--- src/soc_pkg.sv ---
package soc_pkg;

  // Bus widths
  localparam int ADDR_W = 32;
  localparam int DATA_W = 32;
  localparam int STRB_W = DATA_W / 8;

  // ----------------------------
  // Address map
  // ----------------------------
  localparam logic [ADDR_W-1:0] SRAM_BASE   = 32'h0000_0000;
  localparam int                SRAM_AW     = 8;
  localparam logic [ADDR_W-1:0] APB_BASE    = 32'h1000_0000;
  localparam logic [ADDR_W-1:0] REGION_MASK = 32'hF000_0000;

  // PWM register offsets, duty k sits at PWM_DUTY_OFS + 4*k
  localparam logic [7:0] PWM_CTRL_OFS   = 8'h00;
  localparam logic [7:0] PWM_PERIOD_OFS = 8'h04;
  localparam logic [7:0] PWM_DUTY_OFS   = 8'h08;
  localparam int         PWM_CNT_W      = 16;
  localparam int         PWM_CH         = 4;

  typedef enum logic [1:0] {
    IDLE   = 2'b00,
    BUSY   = 2'b01,
    NONSEQ = 2'b10,
    SEQ    = 2'b11
  } htrans_e;

  typedef enum logic {
    OKAY  = 1'b0,
    ERROR = 1'b1
  } hresp_e;

  typedef enum logic [1:0] {
    APB_IDLE   = 2'b00,
    APB_SETUP  = 2'b01,
    APB_ACCESS = 2'b10
  } apb_state_e;

endpackage
--- src/apb_pwm.sv ---
`timescale 1ns/1ns

module apb_pwm (
  input  logic                         clk_cpu_i,
  input  logic                         arst_n_i,
  input  logic                         psel_i,
  input  logic                         penable_i,
  input  logic                         pwrite_i,
  input  logic [7:0]                   paddr_i,
  input  logic [soc_pkg::DATA_W-1:0]   pwdata_i,
  output logic [soc_pkg::DATA_W-1:0]   prdata_o,
  output logic [soc_pkg::PWM_CH-1:0]   pwm_o
);
  import soc_pkg::*;

  logic                                wr_en;
  logic [PWM_CH-1:0]                   ctrl_q;
  logic [PWM_CNT_W-1:0]                period_q;
  logic [PWM_CH-1:0][PWM_CNT_W-1:0]    duty_q;
  logic [PWM_CNT_W-1:0]                cnt_q;
  logic [PWM_CNT_W-1:0]                cnt_nxt;

  assign wr_en = psel_i & penable_i & pwrite_i;

  // ----------------------------
  // Register file
  // ----------------------------
  always_ff @(posedge clk_cpu_i or negedge arst_n_i) begin
    if (!arst_n_i) begin
      ctrl_q   <= '0;
      period_q <= '0;
      duty_q   <= '0;
    end else if (wr_en) begin
      if (paddr_i == PWM_CTRL_OFS) begin
        ctrl_q <= pwdata_i[PWM_CH-1:0];
      end
      if (paddr_i == PWM_PERIOD_OFS) begin
        period_q <= pwdata_i[PWM_CNT_W-1:0];
      end
      for (int k = 0; k < PWM_CH; k++) begin
        if (paddr_i == 8'(PWM_DUTY_OFS + 4 * k)) begin
          duty_q[k] <= pwdata_i[PWM_CNT_W-1:0];
        end
      end
    end
  end

  // Unused offsets read zero
  always_comb begin
    prdata_o = '0;
    if (paddr_i == PWM_CTRL_OFS) begin
      prdata_o[PWM_CH-1:0] = ctrl_q;
    end
    if (paddr_i == PWM_PERIOD_OFS) begin
      prdata_o[PWM_CNT_W-1:0] = period_q;
    end
    for (int k = 0; k < PWM_CH; k++) begin
      if (paddr_i == 8'(PWM_DUTY_OFS + 4 * k)) begin
        prdata_o[PWM_CNT_W-1:0] = duty_q[k];
      end
    end
  end

  // Shared period counter, 0 .. period-1
  assign cnt_nxt = cnt_q + 1'b1;

  always_ff @(posedge clk_cpu_i or negedge arst_n_i) begin
    if (!arst_n_i) begin
      cnt_q <= '0;
      pwm_o <= '0;
    end else begin
      cnt_q <= (cnt_nxt >= period_q) ? '0 : cnt_nxt;
      for (int k = 0; k < PWM_CH; k++) begin
        pwm_o[k] <= ctrl_q[k] & (cnt_q < duty_q[k]);
      end
    end
  end

endmodule

--- config.mk ---
export PLATFORM = sky130hd
export DESIGN_NAME = apb_pwm
export DESIGN_NICKNAME = d
export VERILOG_FILES = /design/src/soc_pkg.sv /design/src/apb_pwm.sv
export SDC_FILE = /design/constraint.sdc
export NUM_CORES = 1
export LEC_CHECK = 0
export BUFFER_PORTS_ARGS = -buffer_cell sky130_fd_sc_hd__buf_2
export CORE_MARGIN = 2
export CORE_UTILIZATION = 40
export DETAILED_ROUTE_END_ITERATION = 8
export PLACE_DENSITY = 0.63
export RECOVER_POWER = 25
export SYNTH_ARGS = -nofsm -noshare
export SYNTH_HDL_FRONTEND = slang
export SYNTH_SLANG_ARGS = --single-unit
--- constraint.sdc ---
create_clock -name clk_cpu_i -period 3.2 [get_ports clk_cpu_i]
set_input_delay 0.16 -clock clk_cpu_i [delete_from_list [all_inputs] [get_ports clk_cpu_i]]
set_output_delay 0.16 -clock clk_cpu_i [all_outputs]
set_load 0.02 [all_outputs]
==> impl_results.md <==
* RSZ-0062 raised after global routing: no
* Final weighted congestion in routability-driven placement at just over 0.9
* Number of instances in the synthesized netlist at around 660
* Count of cell types in the netlist at 54
* Final net count at approximately 850
* Max_cap viols at 1
* Starting density of the core at 0.4087
* TritonCTS Sinks at approximately 100
* Wire length on met2 at 8758 um
* GR Util All Layers at 0.2159
* Inserted Diodes at 0
* Worst EP arrival at 3190 ps
* Via count of the first global-routing pass at 5,378
* Uppermost signal routing layer after detailed routing: met4
* Buffer levels on the longest clock path at 2
* Post-CTS clock slew at the launch and capture registers of the worst setup and hold paths at ~70 ps
* Final min period at ~2900 ps
* Antenna violations before repair at 0
* Primary flip-flop cell chosen by synthesis mapping: dfrtp_1
* Core Util, Final at 0.4657
* Number of setup violations in the final report at 0
* Maximum cell stage delay along the critical path at 460 ps
* Number of rows in the core area at 47
* Worst path slowest cell: or3_1
* Part of the Yosys area used for sequential elements at 0.3840
* Category of the worst setup path capture point: register
* Worst setup skew after layout at ~8 ps
* Vias per cell at about 5.5
* Final setup TNS at 0 ps
* Remaining max-slew budget at the tightest pin at -0.5148
* Average wire length per cell after detail routing at between 15 and 20 um
* Post-cts hold buffer count at 0
* Die width at between 100 and 150 um
* Initial DRC Count at 279
* TritonCTS clock tree: done
* Number of enable-type register cells in the synthesized netlist at 0
* Max Clk Rate at around 340 MHz
* Fraction of layout instances using a drive strength above 1 at 0.2571
* Remaining antenna violation count at 0
* Max-slew violation count at ~90
* Endpoints failing hold at 0
* Wl on met1 at a little over 8000 um
* Clock Latency Late Sink at between 300 and 400 ps
* Grt ovf at 0
* Met3 WL at ~1000 um
* Total Power Consumption at about 3.2 mW
* Post-detailed-placement half-perimeter wirelength at roughly 14,000 um
* Result of the run: finished, violations left
* Post-route fraction of the period consumed by the critical path at 0.9090
* Pin count of the biggest net entering global routing at 89
* Remaining DRCs at 0
* Avg Cell Area, Syn at approximately 10 sq um
* Area inside the core boundary at ~0.017 sq mm
* Post-placement cell area at 0.007377 sq mm
* Clock buffers created by TritonCTS at 9
* Worst vdd ir at around 0.27 mV
* Violations in the final reports: max-capacitance violations, max-slew violations
* Worst-Margin Slew at 2272 ps
* Overall die area at roughly 0.018 sq mm
* Detailed Route WL at between 15,000 and 20,000 um
* Worst-path cell chain: nand4_1, or3_1, nor3_1, xnor2_1, inv_1, ha_1, a21oi_1, o21ai_0, a2111oi_2, a31oi_1, buf_4, nor2_1
* Total power divided by cell area at between 400 and 500 mW/mm^2
* Cell area after layout at 0.007722 sq mm
* Worst Setup Start Kind: register
* Height of the chip at about 130 um
* Filler Cells Inserted at approximately 1,600
* Global-route wire length before repair at 29,460 um
* H-tree depth reported by CTS at 3
* CP Max Fanout at 8
* Clock tree root buffer cell: clkbuf_16
* Number of iterations in the first detailed-routing pass at 4
* Worst path required time at 3480 ps
* Vias at 5,205
* Worst setup path category: register to register
* Number of top-level design ports at approximately 80
* Leakage at 3.842 nW
* Post-Syn Area at 0.006778 sq mm
* Warnings, synthesis at 0
* Async set or reset register ratio after synthesis at 1.000
* Number of synthesized register bits at around 100
* Port-buffer cells at between 40 and 50
* Area grow syn2layout at 13.94%
* Path class of the lowest-slack min-delay path: input port to register
[worst max-delay path, delay by kind of cell, from the launching register on]
family / cells / cell delay [ps]
buf+inv: 2 / 260
compound gates: 4 / 810
flops: 1 / 360
xor+xnor: 1 / 170
fa+ha+maj: 1 / 290
simple gates: 4 / 940
[worst paths after layout]
path / startpoint / to / slack (ps) / cells after the start
min: pwdata_i[5] / duty_q[37] / 90 / 2
max in group asynchronous: arst_n_i / cnt_q[11] / 1230 / 1
min in group asynchronous: arst_n_i / duty_q[1] / 460 / 1
max reg2reg: cnt_q[4] / cnt_q[10] / 290 / 12
max: cnt_q[4] / cnt_q[10] / 290 / 12
min reg2reg: duty_q[57] / duty_q[57] / 500 / 1
[cells in the mapped netlist, drive strengths merged, types with 4 or more instances]
master / instances / area [sq um]
a211oi: 5 / 37.54
a21o: 6 / 45.04
a21oi: 29 / 145.1
a221oi: 6 / 52.55
a22oi: 9 / 67.56
a31oi: 5 / 31.28
and3: 6 / 37.54
buf: 19 / 156.4
clkbuf: 15 / 56.30
dfrtp: 104 / 2603
ha: 77 / 963.4
inv: 91 / 341.6
mux2: 85 / 994.7
mux2i: 14 / 140.1
nand2: 26 / 97.59
nand2b: 5 / 31.28
nand3: 10 / 55.05
nand4: 7 / 43.79
nor2: 39 / 148.9
nor2b: 7 / 43.79
nor3: 10 / 50.05
o211ai: 4 / 30.03
o21a: 5 / 37.54
o21ai: 23 / 115.1
o32ai: 5 / 43.79
or2: 4 / 27.53
xnor2: 11 / 96.34
[per-stage QoR]
stage	std cells	hold slack (ps)	setup slack, ps
finish	955	88.30	291.0
global route	955	88.70	55.91
CTS	955	72.82	263.3
detailed placement	940	451.2	287.8
global placement	940	431.9	315.3
floorplan	676	-135.6	220.2
[placed cells by master, fill, tap and decap left out, types with 23 or more instances in the layout]
cell / netlist / layout
nor2_1: 38 / 38
ha_1: 77 / 77
mux2_2: 75 / 75
o21ai_0: 23 / 23
inv_1: 91 / 91
nand2_1: 26 / 26
buf_4: 16 / 29
a21oi_1: 29 / 29
buf_2: 1 / 47
dfrtp_1: 104 / 103
[final cells by class]
class / count / area [sq um] / area share
inverters: 91 / 341.6 / 0.04423
clock inverters: 5 / 106.4 / 0.01377
repair buffers: 78 / 478.0 / 0.06189
flip-flops and latches: 104 / 2604 / 0.3372
clock buffers: 10 / 229.0 / 0.02965
well taps: 220 / 275.3 / 0.03564
multi-input cells: 447 / 3689 / 0.4776
[report_power, final]
group          total [mW]  switching, mW  internal [mW]
sequential           1.38         0.0410           1.34
combinational       0.519          0.321          0.198
clock                1.26          0.501          0.762
total                3.17          0.863           2.30
[metal layers]
layer | vias up | track usage
met5 | - | 0
met3 | 40 | 0.03741
met2 | 171 | 0.3543
li1 | 2436 | -
met1 | 2558 | 0.2864
met4 | 0 | 0.08070
[cells by family (layout without fill, tap and decap cells)]
group                      after synthesis  count (layout)  synth area share
AOI/OAI and AO/OA                      113             113            0.1091
xor gates and xnor gates                14              14           0.01809
and+or+nand+nor                        128             128           0.09692
adders and majority gates               77              77            0.1421
other                                    1              16         0.0005533
DFF                                    104             104            0.3840
buffers and inverters                  125             184           0.08178
muxes                                   99              99            0.1674
[flip-flops by register name, indices dropped and copies added, names as in the netlist]
signal and flops:
ctrl_q 4, duty_q 64, cnt_q 16, period_q 16, pwm_o 4
[what timing repair did]
action	in CTS	in global routing
setup buffers	0	0
gates resized for setup	0	4
setup endpoints to repair	0	16
Power figures use the tool's default switching activity.
