File: src/soc_pkg.sv
package soc_pkg;

  // Bus widths
  localparam int ADDR_W = 32;
  localparam int DATA_W = 32;
  localparam int STRB_W = DATA_W / 8;

  // ----------------------------
  // Address map
  // ----------------------------
  localparam logic [ADDR_W-1:0] SRAM_BASE   = 32'h0000_0000;
  localparam int                SRAM_AW     = 8;
  localparam logic [ADDR_W-1:0] APB_BASE    = 32'h1000_0000;
  localparam logic [ADDR_W-1:0] REGION_MASK = 32'hF000_0000;

  // PWM register offsets, duty k sits at PWM_DUTY_OFS + 4*k
  localparam logic [7:0] PWM_CTRL_OFS   = 8'h00;
  localparam logic [7:0] PWM_PERIOD_OFS = 8'h04;
  localparam logic [7:0] PWM_DUTY_OFS   = 8'h08;
  localparam int         PWM_CNT_W      = 16;
  localparam int         PWM_CH         = 4;

  typedef enum logic [1:0] {
    IDLE   = 2'b00,
    BUSY   = 2'b01,
    NONSEQ = 2'b10,
    SEQ    = 2'b11
  } htrans_e;

  typedef enum logic {
    OKAY  = 1'b0,
    ERROR = 1'b1
  } hresp_e;

  typedef enum logic [1:0] {
    APB_IDLE   = 2'b00,
    APB_SETUP  = 2'b01,
    APB_ACCESS = 2'b10
  } apb_state_e;

endpackage
File: src/ahb_apb_bridge.sv
`timescale 1ns/1ns

module ahb_apb_bridge (
  input  logic                         clk_cpu_i,
  input  logic                         arst_n_i,
  // AHB-lite slave side
  input  logic                         hsel_i,
  input  logic                         hready_i,
  input  soc_pkg::htrans_e             htrans_i,
  input  logic                         hwrite_i,
  input  logic [soc_pkg::ADDR_W-1:0]   haddr_i,
  input  logic [soc_pkg::DATA_W-1:0]   hwdata_i,
  output logic                         hreadyout_o,
  output soc_pkg::hresp_e              hresp_o,
  output logic [soc_pkg::DATA_W-1:0]   hrdata_o,
  // APB master side
  output logic                         psel_o,
  output logic                         penable_o,
  output logic                         pwrite_o,
  output logic [7:0]                   paddr_o,
  output logic [soc_pkg::DATA_W-1:0]   pwdata_o,
  input  logic [soc_pkg::DATA_W-1:0]   prdata_i
);
  import soc_pkg::*;

  apb_state_e state_q;
  apb_state_e state_d;
  logic       acc;
  logic [7:0] paddr_q;
  logic       pwrite_q;

  assign acc = hsel_i & hready_i & (htrans_i inside {NONSEQ, SEQ});

  // ----------------------------
  // Setup / access FSM
  // ----------------------------
  always_comb begin
    state_d = state_q;
    case (state_q)
      APB_IDLE:   state_d = acc ? APB_SETUP : APB_IDLE;
      APB_SETUP:  state_d = APB_ACCESS;
      APB_ACCESS: state_d = acc ? APB_SETUP : APB_IDLE;
      default:    state_d = APB_IDLE;
    endcase
  end

  always_ff @(posedge clk_cpu_i or negedge arst_n_i) begin
    if (!arst_n_i) begin
      state_q  <= APB_IDLE;
      paddr_q  <= '0;
      pwrite_q <= 1'b0;
    end else begin
      state_q <= state_d;
      // Capture the address phase
      if (acc) begin
        paddr_q  <= haddr_i[7:0];
        pwrite_q <= hwrite_i;
      end
    end
  end

  assign psel_o    = (state_q == APB_SETUP) || (state_q == APB_ACCESS);
  assign penable_o = (state_q == APB_ACCESS);
  assign pwrite_o  = pwrite_q;
  assign paddr_o   = paddr_q;
  // Master holds hwdata through the stretched data phase
  assign pwdata_o  = hwdata_i;

  assign hreadyout_o = (state_q != APB_SETUP);
  assign hresp_o     = OKAY;
  assign hrdata_o    = prdata_i;

endmodule

File: config.mk
export PLATFORM = sky130hd
export DESIGN_NAME = ahb_apb_bridge
export DESIGN_NICKNAME = d
export VERILOG_FILES = /design/src/soc_pkg.sv /design/src/ahb_apb_bridge.sv
export SDC_FILE = /design/constraint.sdc
export NUM_CORES = 1
export LEC_CHECK = 0
export BUFFER_PORTS_ARGS = -buffer_cell sky130_fd_sc_hd__buf_2
export CAP_MARGIN = 15
export CORE_AREA = 2 2 69 71
export DETAILED_ROUTE_END_ITERATION = 7
export DIE_AREA = 0 0 71 73
export PLACE_DENSITY_LB_ADDON = 0.12
export SLEW_MARGIN = 5
export SYNTH_ARGS = -nofsm -noshare
export SYNTH_HDL_FRONTEND = slang
export SYNTH_SLANG_ARGS = --single-unit
export TNS_END_PERCENT = 5
File: constraint.sdc
create_clock -name clk_cpu_i -period 0.9 [get_ports clk_cpu_i]
set_input_delay 0.09 -clock clk_cpu_i [delete_from_list [all_inputs] [get_ports clk_cpu_i]]
set_output_delay 0.09 -clock clk_cpu_i [all_outputs]
set_load 0.05 [all_outputs]
==> results of run 1 <==
[flip-flops by register name (all words and copies together) (netlist names)]
register  flops
paddr_o       8
state_q       2
pwrite_o      1
[cells in the mapped netlist, drive strengths merged]
| cell type | number | area (µm²) |
|---|---|---|
| buf | 65 | 488.0 |
| conb | 1 | 3.750 |
| dfrtp | 11 | 275.3 |
| ha | 5 | 62.56 |
| inv | 3 | 11.26 |
| mux2 | 9 | 101.4 |
| nand3 | 1 | 17.52 |
| nor2 | 1 | 3.750 |
| nor3 | 1 | 5.000 |
[cells in the final DEF, fill, tap and decap left out]
cell type      instances
buf_4                  2
inv_2                  2
clkinvlp_4             1
buf_8                  2
dfrtp_1               11
clkbuf_1               1
nor3_1                 1
mux2_2                 9
clkbuf_8               3
nor2_1                 1
dlygate4sd3_1          1
ha_4                   3
buf_2                 13
buf_6                 10
nand3_4                1
conb_1                 1
ha_1                   2
[final cells by class]
type / instances / area (µm²)
Inverter: 3 / 15.01
Multi-Input combinational cell: 18 / 231.5
Sequential cell: 11 / 275.3
Fill cell: 492 / 3669
Tap cell: 54 / 67.56
Timing Repair Buffer: 28 / 232.7
Clock buffer: 4 / 45.04
[stage by stage]
stage,util (%),cell area [µm²],setup TNS (ns),hold WS [ns],instances
after floorplan,-,1010,-1.046,-0.2056,97
after global placement,16.08,729.5,-0.4548,-0.003873,113
after detailed placement,16.08,729.5,-0.4870,-0.003966,113
after CTS,18.70,848.3,-1.042,0.07073,118
after global routing,19.12,867.1,-1.239,0.07187,118
final,19.12,867.1,-0.9977,0.07881,118
[power breakdown]
part           switching, W  internal (W)  total [W]
Clock              0.000188      0.000311   0.000499
Sequential        0.0000538      0.000577   0.000630
Combinational      0.000409      0.000267   0.000676
Total              0.000651       0.00115    0.00181
[cells by family (layout without fill, tap and decap cells)]
kind of cell,count (synthesis),after routing
flops,11,11
mux,9,9
simple gates,3,3
other cells,1,1
fa+ha+maj,5,5
buf+inv,68,35
[metal layers]
layer / GRT usage [%] / vias up / share of wire [%]
li1: - / 167 / -
met1: 5.956 / 189 / 27
met2: 10.80 / 65 / 45
met3: 8.702 / 16 / 24
met4: 4.193 / 0 / 3.4
met5: 0 / - / 0
[critical path, stage by stage (launching register included)]
cell	delay [ns]
dfrtp_1	0.43
inv_2	0.09
ha_4	0.27
buf_8	0.13
[worst min path at each step]
stage	from	endpoint	slack, ns	depth (start not counted)
final	hwrite_i	pwrite_o	0.08	2
after global routing	hwrite_i	pwrite_o	0.07	2
after CTS	hwrite_i	pwrite_o	0.07	2
after detailed placement	arst_n_i	paddr_o[2]	-0.004	1
after global placement	arst_n_i	paddr_o[2]	-0.004	1
after floorplan	arst_n_i	paddr_o[0]	-0.21	0
[timing repair]
| action | 4_1_cts | 5_1_grt |
|---|---|---|
| pin swaps | 1 | 0 |
| endpoints found under the hold margin | 11 | 0 |
| gates resized for setup | 21 | 5 |
| cloned | 0 | 0 |
| hold buffers | 1 | 0 |
| setup endpoints to repair | 13 | 13 |
==> flow_summary.yaml, run 1 <==
clock_network:
  cts_buffers: 3
  htreeDepth: 1
  cts-root-buf: "clkbuf_8"
  clock_latency_ns: 0.24
  cts_tree: "yes"
  clk_pin_slew_ns: 0.06
  clk_path_buf_depth: 2
  cts_setup_buffers: 0
  cts.sinks: 11
critical_path:
  reg2reg_depth: 4
  rrSetupSlack_ns: -0.09
  rr_endpoint: "state_q[0]"
  crit_type: "reg2out"
  setup.worst_path.end: "psel_o"
  end_kind: "output port"
  startpoint: "state_q[0]"
  r2r-start: "state_q[0]"
  critPathRequiredTime_ns: 0.81
  startpoint_type: "register"
  worst-endpoint-arrival_ns: 1.16
  worst-path-max-fanout: 3
die:
  die_width_um: 71
  dieArea_um2: 5183
  initial_core_util_pct: 21.35
  core-area_um2: 4536
  rows: 25
  die_h_um: 73
  ios: 180
power:
  power.total_w: 0.001805
  p_leak_nw: 0.3885
  powerDensity_nw_per_um2: 2082
  ir_drop_mv: 0.4493
layout:
  drive_above_1_share_pct: 71.88
  nNetsFinal: 173
  antenna_cells: 0
  syn2layout_area_growth_pct: -10.47
sta:
  finalSetupViolations: 4
  finalCriticalPeriod_ns: 1.252
  fin_skew_ns: 0.000009465
  rsz0062_at_grt: "true"
  min_period_over_period_pct: 139.2
  drv_slew: 0
  hold_viol_final: 0
  layout_setup_ws_ns: -0.3524
  max_freq_ghz: 0.7984
detailed_routing:
  drtIter0Drc: 4
  drc_errors: 0
  drtAntennaViolNets: 0
  drt_first_pass_iters: 2
  wl_mm: 1.950
  vias: 437
  vias_per_cell: 3.703
  wl_per_cell_um: 16.53
yosys:
  synthAdderAreaFrac_pct: 6.460
  yosysWarnings: 0
  synth_top_family_by_area: "buffers and inverters"
  avgSynthCellArea_um2: 9.984
  ys_ff_latch: 11
  muxShareOfSynthArea_pct: 10.47
  synth_xor_xnor_area_share_pct: 0
  netlist_instances: 97
  yosys.area_share.simple_pct: 2.713
  ys_seq_area_share_pct: 28.42
  yosysUniqueCellTypes: 9
  syn_nets: 205
  syn_area_um2: 968.4
  synth_compound_area_share_pct: 0
placement:
  io_buffers: 25
  place.gp.congestion: 0.6066
  dpl_worst_slack_ns: -0.1927
grt:
  grt_usage_pct: 7.467
  overflow: 0
  grt_pass1_wl_mm: 2.829
  grt_max_degree: 12
  grt_pass1_vias: 476
  antenna_found_initial: 0
run_status:
  status: "finished, violations left"
  violations: "setup timing"
min_path:
  hp-class: "in2reg"
run:
  drv_cap: 0
Note: power is estimated with default switching activity, not from simulation.
==> inputs of run 2 (changes only) <==
--- a/constraint.sdc
+++ b/constraint.sdc
@@ -3,2 +3,2 @@
 set_output_delay 0.09 -clock clk_cpu_i [all_outputs]
-set_load 0.05 [all_outputs]
+set_load 0.02 [all_outputs]
==> flow_summary.yaml, run 2 (synthesized netlist as in run 1, its figures left out) <==
clock_network:
  clk_path_buf_depth: 2
  cts-root-buf: "clkbuf_8"
  cts_buffers: 3
  htreeDepth: 1
  cts.sinks: 11
  clk_pin_slew_ns: 0.05
  clock_latency_ns: 0.24
  cts_tree: "yes"
critical_path:
  rrSetupSlack_ns: -0.15
  reg2reg_depth: 3
  worst_path_max_delay_cell: "dfrtp_1"
  startpoint_type: "register"
  end_kind: "output port"
  cp_cell_sequence: "inv_2 -> ha_4 -> buf_6"
  worst-path-max-fanout: 3
  cpPeakStageDelay_ns: 0.41
  crit_type: "reg2out"
  worst-endpoint-arrival_ns: 1.11
  critPathRequiredTime_ns: 0.81
  r2r-start: "state_q[0]"
  rr_endpoint: "state_q[0]"
grt:
  grt_usage_pct: 7.008
  grt_pass1_vias: 478
  grt_pass1_wl_mm: 2.760
  antenna_found_initial: 0
  overflow: 0
  grt_max_degree: 12
power:
  powerDensity_nw_per_um2: 1801
  ir_drop_mv: 0.4267
  power.total_w: 0.001514
  net-switching-power_w: 0.0004405
  share_seq_of_total_power_pct: 40.7
  p_clk_share_pct: 33.2
  p_leak_nw: 0.3907
  p_int_w: 0.001074
  combinationalPowerShare_pct: 26.2
  swShare_pct: 29.09
detailed_routing:
  wl_per_cell_um: 16.12
  wl_mm: 1.967
  vias: 441
  drtIter0Drc: 3
  vias_per_cell: 3.615
  drt_first_pass_iters: 2
  drtAntennaViolNets: 0
  drc_errors: 0
placement:
  placed_cells: 115
  placed_area_um2: 715.7
  place.gp.congestion: 0.5613
  io_buffers: 25
die:
  ios: 180
  die_width_um: 71
  die_h_um: 73
  core-area_um2: 4536
  dieArea_um2: 5183
  initial_core_util_pct: 21.35
  rows: 25
run:
  drv_cap: 0
sta:
  finalSetupViolations: 5
  hold_slack_ns: 0.07986
  min_period_over_period_pct: 133.5
  finalCriticalPeriod_ns: 1.202
  fin_skew_ns: 0.005031
  layout_setup_ws_ns: -0.3018
  rsz0062_at_grt: "true"
  max_freq_ghz: 0.8321
  hold_viol_final: 0
  drv_slew: 0
layout:
  final_common_cell: "buf_2"
  final-instance-count-excl-fill: 122
  fillers: 490
  largest_reg_flops: 8
  multi_input_area_um2: 231.5
  seq_area_um2: 276.5
  final_area_um2: 840.8
  final_cell_mix: "buf_2 (21), dfrtp_1 (10), mux2_2 (9), buf_6 (5), buf_4 (5)"
  drive_above_1_share_pct: 75.00
  syn2layout_area_growth_pct: -13.18
  antenna_cells: 0
  nNetsFinal: 177
min_path:
  holdPathEnd: "paddr_o[5]"
  hp-class: "in2reg"
  hp-start: "haddr_i[5]"
  hold_path_depth: 2
run_status:
  violations: "setup timing"
  status: "finished, violations left"
[run 2: repair_timing]
item,4_1_cts,5_1_grt
buffers inserted,1,1
resized for setup,9,7
pin swaps,1,1
hold endpoints to repair,11,0
setup endpoints to repair,4,6
hold buffers,1,0
[run 2: power groups by stage]
stage / clock network (W) / registers, W / logic [W]
2_1_floorplan: 0 / 0.000720 / 0.000526
3_3_place_gp: 0 / 0.000619 / 0.000359
3_5_place_dp: 0 / 0.000620 / 0.000362
4_1_cts: 0.000544 / 0.000612 / 0.000385
5_1_grt: 0.000568 / 0.000627 / 0.000427
6_report: 0.000502 / 0.000616 / 0.000396
[run 2: routing by layer]
metal	global-route usage, %	part of all wire (%)	vias to the layer above
li1	-	-	176
met1	6.891	31	194
met2	9.450	44	53
met3	6.492	22	18
met4	4.612	3.8	0
met5	0	0	-
[run 2: worst max path at each step]
stage / from / end / slack, ns / depth (start not counted)
after floorplan: state_q[0] / psel_o / -0.03 / 2
after global placement: state_q[1] / psel_o / -0.07 / 3
after detailed placement: state_q[0] / state_q[0] / -0.10 / 5
after CTS: state_q[0] / penable_o / -0.29 / 4
after global routing: state_q[1] / psel_o / -0.34 / 3
final: state_q[1] / psel_o / -0.30 / 3
[run 2: layout make-up]
type                    count  share of cell area, %
clock buffers               4                  5.357
inverters                   3                  1.339
multi-input cells          18                  27.53
flip-flops and latches     11                  32.89
well taps                  54                  8.036
repair buffers             32                  24.85
[run 2: worst max-delay path: cells and delay by family, from the launching register on]
kind | cells | cell delay (ns)
DFF | 1 | 0.41
adders and majority gates | 1 | 0.21
buffers and inverters | 2 | 0.25
[run 2: per-stage QoR]
step / worst slack [ns] / TNS (ns) / util (%)
after global placement: -0.07150 / -0.2277 / 15.78
after detailed placement: -0.1022 / -0.3003 / 15.78
after global routing: -0.3445 / -1.291 / 18.54
after floorplan: -0.02681 / -0.04029 / -
after CTS: -0.2917 / -1.049 / 17.85
final: -0.3018 / -1.093 / 18.54
