===== src/soc_pkg.sv =====
package soc_pkg;

  // Bus widths
  localparam int ADDR_W = 32;
  localparam int DATA_W = 32;
  localparam int STRB_W = DATA_W / 8;

  // ----------------------------
  // Address map
  // ----------------------------
  localparam logic [ADDR_W-1:0] SRAM_BASE   = 32'h0000_0000;
  localparam int                SRAM_AW     = 8;
  localparam logic [ADDR_W-1:0] APB_BASE    = 32'h1000_0000;
  localparam logic [ADDR_W-1:0] REGION_MASK = 32'hF000_0000;

  // PWM register offsets, duty k sits at PWM_DUTY_OFS + 4*k
  localparam logic [7:0] PWM_CTRL_OFS   = 8'h00;
  localparam logic [7:0] PWM_PERIOD_OFS = 8'h04;
  localparam logic [7:0] PWM_DUTY_OFS   = 8'h08;
  localparam int         PWM_CNT_W      = 16;
  localparam int         PWM_CH         = 4;

  typedef enum logic [1:0] {
    IDLE   = 2'b00,
    BUSY   = 2'b01,
    NONSEQ = 2'b10,
    SEQ    = 2'b11
  } htrans_e;

  typedef enum logic {
    OKAY  = 1'b0,
    ERROR = 1'b1
  } hresp_e;

  typedef enum logic [1:0] {
    APB_IDLE   = 2'b00,
    APB_SETUP  = 2'b01,
    APB_ACCESS = 2'b10
  } apb_state_e;

endpackage

===== src/core_ahb_bridge.sv =====
`timescale 1ns/1ns

module core_ahb_bridge (
  input  logic                         clk_cpu_i,
  input  logic                         arst_n_i,
  // Core data port
  input  logic                         req_i,
  input  logic                         we_i,
  input  logic [soc_pkg::STRB_W-1:0]   be_i,
  input  logic [soc_pkg::ADDR_W-1:0]   addr_i,
  input  logic [soc_pkg::DATA_W-1:0]   wdata_i,
  output logic                         gnt_o,
  output logic                         rvalid_o,
  output logic [soc_pkg::DATA_W-1:0]   rdata_o,
  output logic                         err_o,
  // AHB-lite master side
  output soc_pkg::htrans_e             htrans_o,
  output logic [soc_pkg::ADDR_W-1:0]   haddr_o,
  output logic                         hwrite_o,
  output logic [2:0]                   hsize_o,
  output logic [soc_pkg::DATA_W-1:0]   hwdata_o,
  input  logic [soc_pkg::DATA_W-1:0]   hrdata_i,
  input  logic                         hready_i,
  input  soc_pkg::hresp_e              hresp_i
);
  import soc_pkg::*;

  logic              dp_valid_q;
  logic [DATA_W-1:0] wdata_q;
  logic [1:0]        addr_lsb;

  assign gnt_o    = req_i & hready_i;
  assign htrans_o = gnt_o ? NONSEQ : IDLE;
  assign hwrite_o = we_i;
  assign haddr_o  = {addr_i[ADDR_W-1:2], addr_lsb};

  // Contiguous byte enables map to a size, anything else goes out as a word
  always_comb begin
    hsize_o  = 3'b010;
    addr_lsb = 2'b00;
    case (be_i)
      4'b0001: hsize_o = 3'b000;
      4'b0010: begin
        hsize_o  = 3'b000;
        addr_lsb = 2'b01;
      end
      4'b0100: begin
        hsize_o  = 3'b000;
        addr_lsb = 2'b10;
      end
      4'b1000: begin
        hsize_o  = 3'b000;
        addr_lsb = 2'b11;
      end
      4'b0011: hsize_o = 3'b001;
      4'b1100: begin
        hsize_o  = 3'b001;
        addr_lsb = 2'b10;
      end
      default: hsize_o = 3'b010;
    endcase
  end

  // ----------------------------
  // Data phase tracking
  // ----------------------------
  always_ff @(posedge clk_cpu_i or negedge arst_n_i) begin
    if (!arst_n_i) begin
      dp_valid_q <= 1'b0;
    end else if (hready_i) begin
      dp_valid_q <= req_i;
    end
  end

  always_ff @(posedge clk_cpu_i) begin
    if (gnt_o) begin
      wdata_q <= wdata_i;
    end
  end

  assign hwdata_o = wdata_q;
  assign rvalid_o = dp_valid_q & hready_i;
  assign rdata_o  = hrdata_i;
  assign err_o    = rvalid_o & (hresp_i == ERROR);

endmodule


===== config.mk =====
export PLATFORM = sky130hd
export DESIGN_NAME = core_ahb_bridge
export DESIGN_NICKNAME = d
export VERILOG_FILES = /design/src/soc_pkg.sv /design/src/core_ahb_bridge.sv
export SDC_FILE = /design/constraint.sdc
export NUM_CORES = 1
export LEC_CHECK = 0
export BUFFER_PORTS_ARGS = -buffer_cell sky130_fd_sc_hd__buf_2
export CORE_AREA = 2 2 103 55
export CTS_BUF_LIST = sky130_fd_sc_hd__clkbuf_8
export DETAILED_ROUTE_END_ITERATION = 6
export DIE_AREA = 0 0 105 57
export PLACE_DENSITY = 0.81
export SETUP_SLACK_MARGIN = 0.3
export SLEW_MARGIN = 0
export SYNTH_ARGS = -nofsm -noshare
export SYNTH_HDL_FRONTEND = slang
export SYNTH_SLANG_ARGS = --single-unit

===== constraint.sdc =====
create_clock -name clk_cpu_i -period 2.2 [get_ports clk_cpu_i]
set_clock_uncertainty 0.05 [all_clocks]
set_input_delay 0.33 -clock clk_cpu_i [delete_from_list [all_inputs] [get_ports clk_cpu_i]]
set_output_delay 0.33 -clock clk_cpu_i [all_outputs]
set_load 0.005 [all_outputs]

==> results.md, run 1 <==
- Status: complete, no violations
- Initial DRT Pass Iterations: 4
- Fin Hold WS: 0.172 ns
- Mapped Cells: 112
- RSZ-0062 raised after global routing: no
- Flop-to-flop setup slack: 1.40 ns
- Nets: 242
- Slowest-stage cell, CP: and2_1
- Power Total: 1.29 mW
- Post-DR vias/cell: 3.91
- Initial antenna violation count: 0
- Crit path largest cell delay: 0.26 ns
- Post-route cell area: 1690 um2
- Final period utilization: 66.1%
- Reg clk slew, reported paths: 0.07 ns
- Most Frequent Cell on Critical Path: buf_2
- Peak supply drop: 0.244 mV
- Crit path launch type: primary input
- Required @ worst endpoint: 1.82 ns
- DR vias: 822
- Leakage: 0.727 nW
- Routability cong.: 0.654
- DIE AREA: 5990 um2
- CP Class: in -> out
- Final min period: 1.45 ns
- CTS sink count: 33
- Syn avg cell area: 14.0 um2
- CTS tree: yes
- Clk_lat worst skew: 0.28 ns
- Yosys Warn Count: 0
- Placed inst area: 1590 um2
- Max Cap Violations: 0
- Critical path arrival: 1.07 ns
- Max Transition Viols Final: 0
- Root Driver: clkbuf_8
- Inserted Diodes: 0
- Drt initial violations: 29
- Post-CTS setup buffer count: 0
- Row count: 19
- Number of global-route vias before repair: 841
- CP Capture Type: output pin
- Core area: 5180 um2
- Overflow after GRT: 0
- Layout area overhead: 7.42%
- Largest net degree at the start of global routing: 32
- Final hold viol count: 0
- Cts bufs inserted: 5
- IO Pins: 211
- Residual DRC count: 0
- Hpwl dp: 2.40 mm
- Post-DRT Antenna Nets: 0
- Crit-path cells: buf_2 -> and2_1 -> buf_12 -> buf_2
- Netlist cell types: 12
- #FFs+latches synth: 33
- Placed Cells: 201
- Initial core utilization: 30.3%
- Crit-path max FO: 31
- Post-Route WL: 3.00 mm
- WL per Instance: 14.3 um
- Non-Filler Instances: 210
- Htree depth: 2
- Hold crit path type: in -> reg
- # port buffers: 80
- Resize count post-CTS: 0
- DIE WIDTH: 105 um
- Layout cell share with drive strength beyond 1: 65.7%
- Pwr Density: 768 nW/um2
- Synth Cell Area: 1570 um2
- First-pass GRT wire length: 4.38 mm
- Seq/Total Area, Yosys: 62.8%
- FMAX: 688 MHz
- Setup_tns: 0 ns
- Die height: 57 um
- GRT Util Overall: 10.2%
- Max Root-Sink Buffers: 2
- Setup violations, final: 0
## Yosys cell counts, drive strengths merged
| cell type | n | area (um2) |
|---|---|---|
| xnor2 | 2 | 17.5 |
| edfxtp | 32 | 961 |
| buf | 66 | 495 |
| nor2 | 2 | 7.51 |
| dfrtp | 1 | 25.0 |
| nor4bb | 1 | 10.0 |
| nor3 | 2 | 10.0 |
| mux2 | 1 | 11.3 |
| conb | 1 | 3.75 |
| and3 | 1 | 6.26 |
| a31o | 1 | 8.76 |
| and2 | 2 | 12.5 |
## final cells by class
type	instances	area, um2
Clock inverter	3	17.5
Multi-Input combinational cell	14	91.3
Timing Repair Buffer	82	430
Fill cell	533	3500
Clock buffer	5	68.8
Tap cell	73	91.3
Sequential cell	33	986
## routing by layer
metal | GRT usage, % | vias up | wire, um
li1 | - | 354 | -
met1 | 10.4 | 371 | 1100
met2 | 12.3 | 93 | 1220
met3 | 12.1 | 4 | 654
met4 | 3.43 | 0 | 26
met5 | 3.17 | - | 0
## power breakdown
group | switching (mW) | internal, mW | leakage, nW | total (mW)
logic | 0.0516 | 0.0669 | 0.371 | 0.118
clock network | 0.211 | 0.218 | 0.0439 | 0.428
registers | 0.0102 | 0.737 | 0.312 | 0.747
total | 0.272 | 1.02 | 0.727 | 1.29
## critical path: cells and delay by family
| family | cells | cell delay [ns] |
|---|---|---|
| simple gates | 1 | 0.26 |
| buf+inv | 3 | 0.48 |
## final timing paths
kind | from | endpoint | cells after the start
min in group asynchronous | arst_n_i | dp_valid_q | 2
min | wdata_i[20] | hwdata_o[20] | 1
max | hready_i | htrans_o[1] | 4
min reg2reg | dp_valid_q | dp_valid_q | 1
max reg2reg | dp_valid_q | dp_valid_q | 1
max in group asynchronous | arst_n_i | dp_valid_q | 2
## cell families (layout without fill, tap and decap cells)
| family | after synthesis | after routing | share of synthesized area (%) |
|---|---|---|---|
| muxes | 1 | 1 | 0.718 |
| AOI/OAI and AO/OA | 1 | 1 | 0.558 |
| DFF | 33 | 33 | 62.8 |
| other | 1 | 2 | 0.239 |
| buffers and inverters | 66 | 90 | 31.6 |
| xor gates and xnor gates | 2 | 2 | 1.12 |
| and+or+nand+nor | 8 | 8 | 2.95 |
## per-stage QoR
| step | utilization (%) | worst slack, ns |
|---|---|---|
| after detailed placement | 30.7 | 0.732 |
| after floorplan | - | 0.399 |
| after global routing | 32.5 | 0.672 |
| after CTS | 32.5 | 0.726 |
| final | 32.5 | 0.746 |
| after global placement | 30.7 | 0.749 |
## cells in the final DEF, fill, tap and decap left out, drive strengths merged
master       count
and3             1
and2             2
a31o             1
nor2             2
edfxtp          32
dfrtp            1
xnor2            2
clkbuf           5
nor4bb           1
clkinvlp         1
dlygate4sd3      1
mux2             1
clkinv           2
buf             81
nor3             2
conb             2
## sequential cells by signal, summed over array words and instances, names as in the netlist
signal and flops:
hwdata_o 32, dp_valid_q 1
## repair_timing
item	CTS	global route
hold buffers	1	0
hold endpoints to repair	1	0
setup endpoints to repair	0	0
No activity file was read; power rests on OpenSTA's default activity.
==> run 2: changes to the inputs <==
--- a/config.mk
+++ b/config.mk
@@ -6,11 +6,11 @@
 export NUM_CORES = 1
 export LEC_CHECK = 0
 export BUFFER_PORTS_ARGS = -buffer_cell sky130_fd_sc_hd__buf_2
-export CORE_AREA = 2 2 103 55
+export CORE_AREA = 2 2 108 58
 export CTS_BUF_LIST = sky130_fd_sc_hd__clkbuf_8
 export DETAILED_ROUTE_END_ITERATION = 6
-export DIE_AREA = 0 0 105 57
-export PLACE_DENSITY = 0.81
+export DIE_AREA = 0 0 110 60
+export PLACE_DENSITY = 0.76
 export SETUP_SLACK_MARGIN = 0.3
 export SLEW_MARGIN = 0
 export SYNTH_ARGS = -nofsm -noshare
==> constraint.sdc (replaced) <==
create_clock -name clk_cpu_i -period 1.2 [get_ports clk_cpu_i]
set_clock_uncertainty 0.05 [all_clocks]
set_input_delay 0.18 -clock clk_cpu_i [delete_from_list [all_inputs] [get_ports clk_cpu_i]]
set_output_delay 0.18 -clock clk_cpu_i [all_outputs]
set_load 0.005 [all_outputs]
==> results.md, run 2 (synthesized netlist as in run 1, its figures left out) <==
- First-pass GRT wire length: 4.76 mm (+8.7%)
- Status: complete, no violations
- Placed inst area: 1600 um2 (+0.47%)
- Root Driver: clkbuf_8
- Critical path arrival: 0.93 ns (-0.14 ns)
- Max Root-Sink Buffers: 2 (unchanged)
- Multi-input gate area: 129 um2 (+41%)
- DR vias: 892 (+8.5%)
- Nets: 251 (+3.7%)
- Placed Cells: 205 (+2.0%)
- Util after Layout: 32.9% (+0.36 points)
- Non-Filler Instances: 223 (+6.2%)
- Cts bufs inserted: 5 (unchanged)
- Post-Route WL: 3.47 mm (+16%)
- Setup_tns: 0 ns (unchanged)
- Crit path launch type: register
- CTS tree: yes
- FMAX: 862 MHz
- Core area: 5730 um2 (+11%)
- Inserted Diodes: 0 (unchanged)
- Hold crit path type: in -> reg
- IO Pins: 211 (unchanged)
- Largest net degree at the start of global routing: 15 (-53%)
- Setup violations, final: 0 (unchanged)
- Final setup margin: 0.0401 ns (-0.706 ns)
- Post-DR vias/cell: 4.00 (+2.2%)
- Htree depth: 2 (unchanged)
- GR Util met2: 13.8% (+1.4 points)
- Residual DRC count: 0 (unchanged)
- Row count: 20 (+1)
- Peak supply drop: 0.565 mV (+130%)
- Final min period: 1.16 ns
- Drt initial violations: 25 (-14%)
- Commonest non-fill, non-tap cells in the layout: 73 x buf_2, 32 x edfxtp_1, 7 x buf_6
- Routability cong.: 0.658 (+0.49%)
- Crit-path cells: and2_1 -> buf_2
- Post-route cell area: 1880 um2 (+12%)
- Max Cap Violations: 0 (unchanged)
- Leakage: 0.821 nW (+13%)
- Final period utilization: 96.7%
- Commonest non-fill, non-tap cell in the layout: buf_2
- Met1 GRT Util: 9.44% (-1.0 points)
- Pwr Density: 1300 nW/um2 (+69%)
- Initial core utilization: 27.4% (-2.9 points)
- Layout cell share with drive strength beyond 1: 70.5% (+4.9 points)
- Max Transition Viols Final: 0 (unchanged)
- Layout area overhead: 20.1%
- Crit-path max FO: 3 (-90%)
- Number of global-route vias before repair: 932 (+11%)
- FILL cells: 558 (+4.7%)
- Die height: 60 um (+5.3%)
- Setup slack at placement: 0.127 ns (-0.605 ns)
- Hold_sp: wdata_i[1]
- CP Class: reg -> out
- Required @ worst endpoint: 0.97 ns (-0.85 ns)
- Reg clk slew, reported paths: 0.07 ns (about the same)
- CTS sink count: 33 (unchanged)
- CP top delay family: flip-flops
- CP startpoint: dp_valid_q
- GR peak layer: met2
- Clk_lat worst skew: 0.27 ns (about the same)
- Max reg flops: 32 (unchanged)
- Slowest-stage cell, CP: dfrtp_1
- Overflow after GRT: 0 (unchanged)
- DIE WIDTH: 110 um (+4.8%)
- DIE AREA: 6600 um2 (+10%)
- Final hold viol count: 0 (unchanged)
- Storage element area: 986 um2 (unchanged)
- Crit path largest cell delay: 0.39 ns (+0.13 ns)
- Initial DRT Pass Iterations: 4 (unchanged)
- WL per Instance: 15.6 um (+9.2%)
- WP buf/inv: 1 (-2)
- RSZ-0062 raised after global routing: yes
- FF-to-FF Start: dp_valid_q
- Initial antenna violation count: 0 (unchanged)
- # port buffers: 80 (unchanged)
- Met3 GRT Util: 12.9% (+0.75 points)
- Post-DRT Antenna Nets: 0 (unchanged)
- GRT Util Overall: 10.3% (+0.16 points)
- CP Capture Type: output pin
-- run 2: layout make-up --
type / instances / area share, %
tap: 77 / 5.11
timing repair buffer: 91 / 31.3
clock buffer: 5 / 3.65
multi-input combinational: 14 / 6.84
sequential: 33 / 52.3
clock inverter: 3 / 0.797
-- run 2: path summary, 6_finish.rpt --
kind,end,cells past startpoint,slack [ns]
setup / recovery,rvalid_o,2,0.04
hold / removal,hwdata_o[1],1,0.02
setup reg to reg,dp_valid_q,3,0.17
hold reg to reg,dp_valid_q,3,0.66
max in group asynchronous,dp_valid_q,2,0.87
min in group asynchronous,dp_valid_q,2,0.14
-- run 2: per-stage QoR --
stage	hold slack [ns]	power, mW
finish	0.0248	2.45
global placement	-0.0936	1.61
detailed placement	-0.0936	1.62
floorplan	-0.166	1.63
CTS	0.0167	2.46
global route	0.00801	2.58
-- run 2: repair_timing --
action	CTS	global route
cloned	1	0
pin swaps	3	6
gates resized for setup	13	11
setup endpoints to repair	39	55
hold buffers	1	0
setup buffers	5	3
hold endpoints to repair	1	0
-- run 2: layer usage --
layer,up-vias,share of wire (%)
li1,372,-
met5,-,0
met1,408,34
met4,0,1.4
met3,14,22
met2,98,43
-- run 2: where the power goes --
part / internal [mW] / switching [mW] / total, mW / leakage [nW]
logic: 0.185 / 0.118 / 0.303 / 0.462
registers: 1.35 / 0.0191 / 1.37 / 0.312
clock network: 0.393 / 0.386 / 0.778 / 0.0467
==> run 3: changes to the inputs <==
--- a/config.mk
+++ b/config.mk
@@ -11,6 +11,7 @@
 export DETAILED_ROUTE_END_ITERATION = 6
 export DIE_AREA = 0 0 110 60
 export PLACE_DENSITY = 0.76
+export REMOVE_ABC_BUFFERS = 1
 export SETUP_SLACK_MARGIN = 0.3
 export SLEW_MARGIN = 0
 export SYNTH_ARGS = -nofsm -noshare
==> results.md, run 3 (synthesized netlist as in run 1, its figures left out) <==
- Sw Ratio: 20.3% (-0.99 points)
- FF-to-FF Start: dp_valid_q
- Post-DR vias/cell: 4.11 (+2.9%)
- Crit path launch type: register
- # port buffers: 80 (unchanged)
- Initial antenna violation count: 0 (unchanged)
- Layout cell share with drive strength beyond 1: 71.1% (+0.58 points)
- Logic gate share of total power: 12.8% (+0.5 points)
- Layout area overhead: 20.3%
- Initial core utilization: 27.4% (unchanged)
- CTS sink count: 33 (unchanged)
- Peak supply drop: 0.520 mV (-8.0%)
- CP Capture Type: output pin
- Crit path largest cell delay: 0.38 ns (about the same)
- CP top delay family: flip-flops
- DR vias: 901 (+1.0%)
- First-pass GRT wire length: 6.91 mm (+45%)
- Slowest-stage cell, CP: dfrtp_1
- Initial DRT Pass Iterations: 4 (unchanged)
- Die height: 60 um (unchanged)
- Max Cap Violations: 0 (unchanged)
- Flop pwr share: 57.1% (+1.2 points)
- Pwr Density: 1270 nW/um2 (-2.1%)
- Core area: 5730 um2 (unchanged)
- Final period utilization: 94.5% (-2.2 points)
- Setup violations, final: 0 (unchanged)
- Critical path arrival: 0.90 ns (-0.03 ns)
- Htree depth: 2 (unchanged)
- Status: complete, no violations
- Crit-path cells: and3_1 -> buf_2
- RSZ-0062 raised after global routing: yes
- Placed Cells: 206 (+0.49%)
- Leakage: 0.818 nW (-0.36%)
- Overflow after GRT: 0 (unchanged)
- WP buf/inv: 1 (unchanged)
- Root Driver: clkbuf_8
- CP Class: reg -> out
- Row count: 20 (unchanged)
- Routability cong.: 0.670 (+1.9%)
- Non-Filler Instances: 219 (-1.8%)
- Max Transition Viols Final: 0 (unchanged)
- Commonest non-fill, non-tap cells in the layout: 72 x buf_2, 32 x edfxtp_1, 7 x buf_6
- Worst path depth: 2 (unchanged)
- IO Pins: 211 (unchanged)
- Hold crit path type: in -> reg
- WL per Instance: 26.6 um (+71%)
- Util after Layout: 32.9% (+0.066 points)
- Nets: 248 (-1.2%)
- Hold Path Stages: 1 (unchanged)
- Clock power share: 30.1% (-1.7 points)
- CP startpoint: dp_valid_q
- Reg clk slew, reported paths: 0.06 ns (about the same)
- Number of global-route vias before repair: 885 (-5.0%)
- Hpwl dp: 4.79 mm
- Required @ worst endpoint: 0.97 ns (about the same)
- Final min period: 1.13 ns (-0.0263 ns)
- Crit-path max FO: 3 (unchanged)
- Cts bufs inserted: 5 (unchanged)
- DIE WIDTH: 110 um (unchanged)
- GRT Util Overall: 16.3% (+6.0 points)
- Largest net degree at the start of global routing: 12 (-3)
- Residual DRC count: 0 (unchanged)
- Psw: 489 uW (-6.4%)
- Inserted Diodes: 0 (unchanged)
- DIE AREA: 6600 um2 (unchanged)
- Drt initial violations: 42 (+68%)
- Commonest non-fill, non-tap cell in the layout: buf_2
- Max reg flops: 32 (unchanged)
- CTS tree: yes
- Post-DRT Antenna Nets: 0 (unchanged)
- Final hold viol count: 0 (unchanged)
- Hold_sp: wdata_i[29]
- R2R cell count: 1 (-2)
- FMAX: 882 MHz (+2.3%)
- P_int: 1.92 mW (-0.63%)
- Max Root-Sink Buffers: 2 (unchanged)
- Post-Route WL: 5.83 mm (+68%)
- Clk_lat worst skew: 0.26 ns (about the same)
## run 3: cell types whose count changed in the layout (fill, tap and decap cells not counted)
cell	before	now
nor2_2	1	0
buf_12	1	2
inv_1	2	1
clkinvlp_4	1	0
nor2_4	1	2
buf_2	73	72
buf_8	3	2
nor3_2	2	1
buf_4	5	3
xnor2_1	2	0
clkinv_1	0	1
nor3_4	0	1
xnor2_2	0	2
## run 3: layout make-up
cell class / instances / area, um2
clock inverters: 2 / 7.51
repair buffers: 88 / 574
clock buffers: 5 / 68.8
well taps: 77 / 96.3
fillers: 565 / 3840
multi-input cells: 14 / 155
flip-flops and latches: 33 / 986
## run 3: path summary, 6_finish.rpt
path | slack, ns | to
worst max-delay path | 0.07 | err_o
min in group asynchronous | 0.18 | dp_valid_q
worst min register to register | 0.48 | dp_valid_q
max in group asynchronous | 0.83 | dp_valid_q
worst max register to register | 0.40 | dp_valid_q
worst min-delay path | 0.03 | hwdata_o[29]
## run 3: per-layer routing
layer	share of wire [%]	global-route usage (%)	vias up
met2	38	18.1	108
met4	0.34	1.63	0
met5	0	0	-
li1	-	-	369
met1	36	19.3	422
met3	26	20.5	2
## run 3: power groups by stage
stage	Sequential [mW]	Combinational, mW	Clock [mW]
after floorplan	1.41	0.0407	0
after CTS	1.38	0.279	0.730
after global placement	1.40	0.226	0
final	1.37	0.308	0.723
after global routing	1.38	0.336	0.770
after detailed placement	1.40	0.231	0
## run 3: per-stage QoR
step | setup TNS (ns) | setup slack (ns) | hold WS [ns] | total power, mW | area [um2]
floorplan | -9.28 | -0.286 | -0.166 | 1.45 | 1080
global placement | 0 | 0.160 | -0.0954 | 1.62 | 1600
detailed placement | 0 | 0.143 | -0.0922 | 1.63 | 1600
CTS | 0 | 0.0558 | 0.0295 | 2.38 | 1810
global route | 0 | 0.00539 | 0.0294 | 2.49 | 1890
finish | 0 | 0.0664 | 0.0346 | 2.40 | 1890
## run 3: repair_timing
item | CTS | global route
setup buffers | 3 | 1
endpoints found under the hold margin | 1 | 0
endpoints found under the setup margin | 40 | 40
pin swaps | 5 | 5
cloned | 1 | 0
gates resized for setup | 15 | 15
hold buffers | 1 | 0
